$ cat src/logic/video_defs.svh
////////////////////////////////////////
// Video block sizes and bus widths
////////////////////////////////////////
`ifndef VIDEO_DEFS_SVH
`define VIDEO_DEFS_SVH

// Tile layers, layer 0 in front
`define NUM_LAYERS 3

// Tile map index bits per axis, 16x16 tiles of 8x8 pixels
`define MAP_BITS 4

// Wishbone word address and data widths
`define WB_ADR_W 12
`define WB_DAT_W 16

// Palette entry, 4 bits per gun
`define RGB_W 12
`define PAL_ADR_W 6

`endif

$ cat src/logic/video_pkg.sv
////////////////////////////////////////
// Video package
// Pixel, layer and bus types
////////////////////////////////////////
`include "video_defs.svh"

package video_pkg;

    // Tile color code, 0 is transparent
    typedef logic [3:0] pix_code_t;

    // Layer number, also the high palette address bits
    typedef logic [1:0] layer_idx_t;

    // One code per layer, layers to mixer
    typedef pix_code_t [`NUM_LAYERS-1:0] layer_codes_t;

    // Wishbone slave states
    typedef enum logic {
        BUS_IDLE,
        BUS_ACK
    } bus_state_e;

    // Decoded access target
    typedef enum logic [1:0] {
        TGT_LAYER,
        TGT_PALETTE,
        TGT_NONE
    } target_e;

endpackage

$ cat src/logic/layer_bus_if.sv
////////////////////////////////////////
// Layer bus
// CPU access to one layer's RAM
////////////////////////////////////////
`timescale 1ns/100ps
`include "video_defs.svh"

interface layer_bus_if;

    logic                 we;
    logic [8:0]           addr;
    logic [`WB_DAT_W-1:0] wdata;
    // Combinational read from the layer RAM
    logic [7:0]           rdata;

    modport bus (
        output we,
        output addr,
        output wdata,
        input  rdata
    );

    modport layer (
        input  we,
        input  addr,
        input  wdata,
        output rdata
    );

endinterface

$ cat src/logic/tile_layer.sv
////////////////////////////////////////
// Tile layer
// Scrolled 16x16 tile map to color code
////////////////////////////////////////
`timescale 1ns/100ps
`include "video_defs.svh"

module tile_layer (
    input                          clk,
    input                          rst,
    input                          cen6,
    input        [7:0]             h,
    input        [7:0]             v,
    // CPU side of the map and scroll registers
    layer_bus_if.layer             cpu,
    // Pixel code for the mixer
    output video_pkg::pix_code_t   code
);

    import video_pkg::*;

    localparam int MAP_AW    = 2 * `MAP_BITS;
    localparam int MAP_DEPTH = 1 << MAP_AW;

    pix_code_t          map_mem [MAP_DEPTH];
    logic [7:0]         scroll_x;
    logic [7:0]         scroll_y;
    logic [7:0]         sum_h;
    logic [7:0]         sum_v;
    logic [MAP_AW-1:0]  tile_addr;

    // CPU writes to the tile map
    always_ff @(posedge clk) begin
        if (cpu.we && !cpu.addr[8])
            map_mem[cpu.addr[MAP_AW-1:0]] <= cpu.wdata[3:0];
    end

    // Scroll registers at adr[8]=1
    always_ff @(posedge clk) begin
        if (rst) begin
            scroll_x <= 8'h00;
            scroll_y <= 8'h00;
        end else if (cpu.we && cpu.addr[8]) begin
            if (cpu.addr[0])
                scroll_y <= cpu.wdata[7:0];
            else
                scroll_x <= cpu.wdata[7:0];
        end
    end

    always_comb begin
        if (cpu.addr[8])
            cpu.rdata = cpu.addr[0] ? scroll_y : scroll_x;
        else
            cpu.rdata = {4'h0, map_mem[cpu.addr[MAP_AW-1:0]]};
    end

    // Scrolled beam position
    assign sum_h = h + scroll_x;
    assign sum_v = v + scroll_y;

    // Stage 1, tile address, bit 7 dropped so the map wraps at 128
    always_ff @(posedge clk) begin
        if (rst)
            tile_addr <= '0;
        else if (cen6)
            tile_addr <= {sum_v[`MAP_BITS+2:3], sum_h[`MAP_BITS+2:3]};
    end

    // Stage 2, map read
    always_ff @(posedge clk) begin
        if (rst)
            code <= '0;
        else if (cen6)
            code <= map_mem[tile_addr];
    end

endmodule

$ cat src/flat_wrapper.sv
// flat-port wrapper written by rule: the top's interface ports become plain ports
module tile_layer_flat import video_pkg::*;
  (clk, rst, cen6, h, v, code, cpu_we, cpu_addr, cpu_wdata, cpu_rdata);
  layer_bus_if cpu_i ();
  input clk;
  input rst;
  input cen6;
  input        [7:0] h;
  input        [7:0] v;
  output video_pkg::pix_code_t code;
  input wire logic [$bits(cpu_i.we)-1:0] cpu_we;
  input wire logic [$bits(cpu_i.addr)-1:0] cpu_addr;
  input wire logic [$bits(cpu_i.wdata)-1:0] cpu_wdata;
  output wire logic [$bits(cpu_i.rdata)-1:0] cpu_rdata;
  assign cpu_i.we = cpu_we;
  assign cpu_i.addr = cpu_addr;
  assign cpu_i.wdata = cpu_wdata;
  assign cpu_rdata = cpu_i.rdata;
  tile_layer u_core (.clk(clk), .rst(rst), .cen6(cen6), .h(h), .v(v), .cpu(cpu_i), .code(code));
endmodule
$ cat config.mk
export PLATFORM = sky130hd
export DESIGN_NAME = tile_layer_flat
export DESIGN_NICKNAME = d
export VERILOG_FILES = /design/src/logic/video_pkg.sv /design/src/logic/layer_bus_if.sv /design/src/logic/tile_layer.sv /design/src/flat_wrapper.sv
export VERILOG_INCLUDE_DIRS = /design/src /design/src/logic
export SDC_FILE = /design/constraint.sdc
export NUM_CORES = 1
export LEC_CHECK = 0
export BUFFER_PORTS_ARGS = -buffer_cell sky130_fd_sc_hd__buf_2
export CAP_MARGIN = 30
export CORE_ASPECT_RATIO = 1.2
export CORE_MARGIN = 4
export CORE_UTILIZATION = 25
export CTS_BUF_LIST = sky130_fd_sc_hd__clkbuf_4 sky130_fd_sc_hd__clkbuf_8
export CTS_CLUSTER_SIZE = 25
export DETAILED_ROUTE_END_ITERATION = 10
export PLACE_DENSITY = 0.39
export SLEW_MARGIN = 30
export SYNTH_ARGS = -nofsm -noshare
export SYNTH_HDL_FRONTEND = slang
export SYNTH_SLANG_ARGS = --single-unit
$ cat constraint.sdc
create_clock -name clk -period 4.5 [get_ports clk]
set_input_delay 0.9 -clock clk [delete_from_list [all_inputs] [get_ports clk]]
set_output_delay 0.9 -clock clk [all_outputs]
set_load 0.005 [all_outputs]
==> results of run 1 <==
state kept, by name (all words and copies together), names as in the netlist:
| name | cells |
|---|---|
| u_core.code | 4 |
| u_core.map_mem | 1024 |
| u_core.scroll_x | 8 |
| u_core.scroll_y | 8 |
| u_core.tile_addr | 8 |
cell usage after synthesis (4+ instances only):
| cell type | n | area [um^2] |
|---|---|---|
| edfxtp_1 | 1024 | 30700 |
| mux4_2 | 411 | 9260 |
| nor2_1 | 342 | 1280 |
| mux2i_1 | 282 | 2820 |
| nand2_1 | 119 | 447 |
| clkbuf_1 | 89 | 334 |
| buf_2 | 68 | 340 |
| a22oi_1 | 60 | 450 |
| a21oi_1 | 57 | 285 |
| o22ai_1 | 57 | 357 |
| nand3_1 | 47 | 235 |
| o21ai_0 | 46 | 230 |
| buf_4 | 36 | 270 |
| dfxtp_1 | 28 | 561 |
| nor3_1 | 25 | 125 |
| buf_6 | 24 | 270 |
| a211oi_1 | 23 | 173 |
| o221ai_1 | 23 | 201 |
| nor2b_1 | 22 | 138 |
| buf_1 | 20 | 75.1 |
| a31oi_1 | 17 | 106 |
| o211ai_1 | 15 | 113 |
| mux2_2 | 14 | 158 |
| nand4_1 | 13 | 81.3 |
| nand2b_1 | 12 | 75.1 |
| a22o_1 | 11 | 96.3 |
| nor4_1 | 11 | 68.8 |
| a221oi_1 | 10 | 87.6 |
| ha_1 | 10 | 125 |
| mux4_1 | 10 | 263 |
| and3_1 | 8 | 50.1 |
| or3_1 | 8 | 50.1 |
| xnor2_1 | 8 | 70.1 |
| inv_1 | 7 | 26.3 |
| a32oi_1 | 6 | 52.6 |
| and2_1 | 6 | 37.5 |
| a21o_1 | 5 | 37.5 |
| nand3b_1 | 5 | 37.5 |
| o2111ai_1 | 5 | 43.8 |
| a2111oi_0 | 4 | 35.0 |
| a311oi_1 | 4 | 35.0 |
report_power, final:
part | switching (uW) | total, uW | internal, uW
combinational | 1570 | 2610 | 1040
sequential | 72.3 | 10800 | 10800
clock | 4250 | 8980 | 4730
worst paths after layout:
check | startpoint | endpoint | slack [ns] | depth (start not counted)
max | cpu_addr[0] | cpu_rdata[3] | -0.16 | 12
min | cpu_wdata[6] | u_core.scroll_y[6] | 0.22 | 3
max reg2reg | u_core.tile_addr[0] | u_core.code[3] | 0.92 | 7
min reg2reg | u_core.scroll_x[7] | u_core.scroll_x[7] | 0.50 | 2
kinds of logic after synthesis:
group | count (synthesis)
XOR/XNOR | 10
multiplexers | 718
adder cells (fa/ha/maj) | 10
buffers and inverters | 251
AO/OA/AOI/OAI | 372
flip-flops | 1052
AND/OR/NAND/NOR | 640
layer usage:
| layer | GRT usage | vias up | share of wire |
|---|---|---|---|
| li1 | - | 13500 | - |
| met1 | 0.235 | 17400 | 0.38 |
| met2 | 0.348 | 1238 | 0.51 |
| met3 | 0.0312 | 346 | 0.052 |
| met4 | 0.0979 | 2 | 0.054 |
| met5 | 0 | - | 0.000057 |
worst max-delay path, stage by stage:
cell and delay, ns:
buf_16 0.17, buf_16 0.19, buf_8 0.14, buf_4 0.15
mux4_2 0.59, a22oi_2 0.17, o22ai_2 0.12, a2111oi_4 0.32
buf_4 0.17, nand2_2 0.04, o41a_1 0.55, buf_2 0.21
layout make-up:
| class | instances | area, um^2 |
|---|---|---|
| antenna | 2 | 5.00 |
| timing repair buffer | 468 | 4360 |
| tap | 2653 | 3320 |
| fill | 20100 | 141000 |
| multi-input combinational | 1750 | 18400 |
| clock inverter | 84 | 577 |
| inverter | 10 | 45.0 |
| clock buffer | 250 | 3070 |
| sequential | 1052 | 31300 |
metrics by stage:
stage | power (uW) | instances
4_1_cts | 22700 | 6253
3_5_place_dp | 13600 | 5910
5_1_grt | 23200 | 6268
2_1_floorplan | 12300 | 3053
6_report | 22400 | 6269
3_3_place_gp | 13600 | 5909
what timing repair did:
| action | CTS | global route |
|---|---|---|
| cloned | 1 | 0 |
| resized for setup | 62 | 35 |
| pin swaps | 15 | 19 |
| endpoints found under the setup margin | 4 | 4 |
| buffers inserted | 8 | 13 |
==> flow_summary.toml, run 1 <==
[global_routing]
grt_max_degree = 121
grt_usage = 0.198
grt_pass1_wl_um = 287000
grt_pass1_vias = 33900
antenna_found_initial = 8
grt-ovfl-total = 0

[detailed_routing]
routed_wl_um = 210000
final_antenna_net_count = 0
first_pass_iters = 9
num_vias = 32400
drt_iter0_markers = 3044
vias_per_cell = 5.17
drc = 0
wire_per_inst_um = 33.6

[critical_path]
crit_path_end_kind = "output port"
crit_type = "in -> out"
crit_required_ns = 3.60
arrival_ns = 3.76
critPathMaxFanout = 9
startpoint_type = "input port"

[worst_hold_path]
min-delay-path-class = "in -> reg"

[yosys]
synth-simple-area-share = 0.0556
synthDistinctLibCells = 80
synth_area_um2 = 50800
synth_compound_area_frac = 0.0503
ys_warn_count = 0
synthCells = 3053
syn_nets = 3108
ys_seq_area_frac = 0.616
yosys.area_share.xor_xnor = 0.00172
synth_ff_type = "edfxtp_1"
synthArstFlopShare = 0
synth.avg_cell_area_um2 = 16.6
synth_top_family_by_area = "multiplexers"
muxShareOfSynthArea = 0.246
synth-seq-cells = 1052
synth_edf_count = 1024
synthAdderAreaFrac = 0.00246

[clock_network]
clockBufferDepth = 3
cts_hold_buffers = 0
htreeDepth = 4
clkSinkCount = 1052
cts_buffers = 182
clock_latency_ns = 0.94
clkSlewWorstSetupHoldPaths_ns = 0.06
root_buffer = "clkbuf_8"
tritoncts = "yes"

[job]
drv_cap = 0

[placed_design]
placed_cell_area_um2 = 56800
hpwl_um = 153000
gp_congestion = 0.903
pre_cts_slack_ns = -0.442
io_buffers = 46

[floorplanning]
start_util = 0.251
fp.dieH_um = 502
num_io_pins = 57
core_area_um2 = 202000
die_area_um2 = 211000
fp.dieW_um = 420
rows = 181

[timing]
hold_violations = 0
rsz0062_at_grt = "true"
setup_slack_ns = -0.157
max_slew_margin = 0.320
clock_skew_ns = 0.0509
tns_ns = -0.395
tightestPinTransition_ns = 1.01
timing.final.crit_share = 1.03
hold_ws_ns = 0.222
post-route-min-period_ns = 4.66
fmax_mhz = 215
setup_viol = 3
final-max-slew-violation-count = 0

[finish]
stdcell_area_um2 = 61100
nets = 3519
drive_gt1_frac = 0.350
fin_util = 0.302
most-common-layout-cells = "edfxtp_1, mux4_2, buf_4"
area_growth_pct = 20.3
final_common_cell = "edfxtp_1"

[power]
ir_worst_vdd_mv = 0.230
cellPowerDensity_nw_per_um2 = 367
cellLeakagePower_uw = 0.0194

[run_status]
status = "finished with violations"
failed_checks = "negative setup slack"
Note: power is estimated with default switching activity, not from simulation.
==> inputs of run 2 (changes only) <==
==> constraint.sdc (replaced) <==
create_clock -name clk -period 4.5 [get_ports clk]
set_input_delay 0.225 -clock clk [delete_from_list [all_inputs] [get_ports clk]]
set_output_delay 0.225 -clock clk [all_outputs]
set_load 0.005 [all_outputs]
==> run 2 against run 1 <==
The run now ends clean. Total power down 1.2%. Final area shrank 3.3%. Hold slack worse by 0.14 ns. Final cell count decreased by 2.6%. Fmax is 11% higher. Critical path type is now reg -> out. Critical path depth shrank 5. Non-clock buffer count shrank 160. Utilization is 0.99 points lower. Clock power is 0.9% lower. Highest routed layer is now met4. Sequential share of layout area up 1.7 points. Die area unchanged. Largest cell class unchanged.
==> flow_summary.toml, run 2 (same netlist as run 1, synthesis figures left out) <==
[placed_design]
io_buffers = 46
gp_congestion = 0.917
pre_cts_slack_ns = 0.573
hpwl_um = 149000

[global_routing]
grt-ovfl-total = 0
antenna_found_initial = 7
grt_usage = 0.195
grt_max_degree = 127
grt_pass1_wl_um = 283000
grt_busiest_layer = "met2"
grt_pass1_vias = 33300
grtUsageMet2 = 0.338
gr-usage-met1 = 0.240
grt_use_met3 = 0.0265

[clock_network]
clkSlewWorstSetupHoldPaths_ns = 0.06
tritoncts = "yes"
cts_buffers = 183
root_buffer = "clkbuf_8"
postCtsSetupBuffers = 0
clkSinkCount = 1052
clockBufferDepth = 3
htreeDepth = 4
clock_latency_ns = 0.97

[timing]
fmax_mhz = 239
final-max-slew-violation-count = 0
timing.final.crit_share = 0.931
rsz0062_at_grt = "false"
setup_viol = 0
tightestPinTransition_ns = 0.998
tns_ns = 0
post-route-min-period_ns = 4.19
hold_violations = 0
hold_ws_ns = 0.0793
clock_skew_ns = 0.0677
setup_slack_ns = 0.312
max_slew_margin = 0.316

[detailed_routing]
drc = 0
vias_per_cell = 5.20
num_vias = 31800
first_pass_iters = 5
drt_iter0_markers = 2923
routed_wl_um = 208000
wire_per_inst_um = 34.0
final_antenna_net_count = 0

[floorplanning]
core_area_um2 = 202000
die_area_um2 = 211000
num_io_pins = 57
start_util = 0.251
fp.dieW_um = 420
fp.dieH_um = 502
rows = 181

[power]
ir_worst_vdd_mv = 0.247
cellPowerDensity_nw_per_um2 = 375
p_total_uw = 22200
cellLeakagePower_uw = 0.0184

[finish]
nets = 3360
area_growth_pct = 16.3
most-common-layout-cells = "edfxtp_1, mux4_2, nor2_1"
final_common_cell = "edfxtp_1"
nFillCells = 20400
largest_reg_flops = 1024
drive_gt1_frac = 0.295

[critical_path]
crit_type = "reg -> out"
crit_path_end_kind = "output port"
critPathBufInv = 1
startpoint_type = "register"
critPathMaxFanout = 2
path_delay_family = "compound AO/OA/AOI/OAI gates"
crit_required_ns = 4.28
crit_chain = "mux4_2 -> o211ai_1 -> o2111ai_1 -> a2111oi_1 -> nand2_1 -> o41a_1 -> buf_2"
slowest_stage = "o211ai_1"
rrSetupSlack_ns = 0.85
crit_path_max_incr_delay_ns = 0.55
arrival_ns = 3.96

[worst_hold_path]
min-delay-path-class = "in -> reg"

[job]
drv_cap = 0

[run_status]
status = "finished, final reports clean"
run 2: changes by cell type in the layout (fill, tap and decap cells not counted), sizes merged:
cell / previous run / this run
bufbuf: 1 / 0
diode: 2 / 1
clkinv: 68 / 84
clkinvlp: 10 / 5
clkbuf: 254 / 235
inv: 11 / 16
buf: 463 / 273
dlygate4sd3: 0 / 31
bufinv: 5 / 6
run 2: area by class of cell:
cell class / instances / area (um^2) / share of cell area
Timing Repair Buffer: 308 / 2680 / 0.0453
Sequential cell: 1052 / 31300 / 0.530
Clock inverter: 101 / 671 / 0.0113
Clock buffer: 231 / 2900 / 0.0490
Tap cell: 2653 / 3320 / 0.0562
Inverter: 10 / 41.3 / 0.000699
Antenna cell: 1 / 2.50 / 0.0000423
Multi-Input combinational cell: 1750 / 18200 / 0.307
run 2: metal layers:
metal,routed length (um),part of all wire,vias up
li1,-,-,13100
met1,82800,0.40,17200
met2,105000,0.50,1087
met3,9160,0.044,346
met4,11100,0.053,0
met5,0,0,-
run 2: path summary, 6_finish.rpt:
path                          startpoint             endpoint  cells past startpoint
setup / recovery  u_core.map_mem[144][3]         cpu_rdata[3]                      7
hold / removal                      h[2]  u_core.tile_addr[1]                      7
setup reg to reg     u_core.tile_addr[0]       u_core.code[3]                      9
hold reg to reg       u_core.scroll_x[7]   u_core.scroll_x[7]                      2
run 2: tightest hold or removal path: cells and delay by family:
kind	cells	cell delay, ns
compound gates	2	0.24
buf+inv	1	0.09
mux	1	0.07
simple gates	1	0.07
fa+ha+maj	1	0.14
xor+xnor	1	0.15
run 2: through the flow:
step           utilization  instances  area, um^2
2_1_floorplan            -       3053       50800
3_3_place_gp         0.273       5739       55200
3_5_place_dp         0.273       5741       55200
4_1_cts              0.292       6103       59100
5_1_grt              0.292       6106       59100
6_report             0.292       6106       59100
run 2: power by group:
group	internal, uW	leakage, uW	switching (uW)	total, uW
Clock	4590	0.00190	4310	8900
Combinational	903	0.00708	1520	2420
Sequential	10800	0.00943	73.6	10800
Total	16300	0.0184	5900	22200
run 2: what timing repair did:
item,4_1_cts,5_1_grt
hold buffers,30,1
resized for setup,0,0
endpoints found under the hold margin,162,28
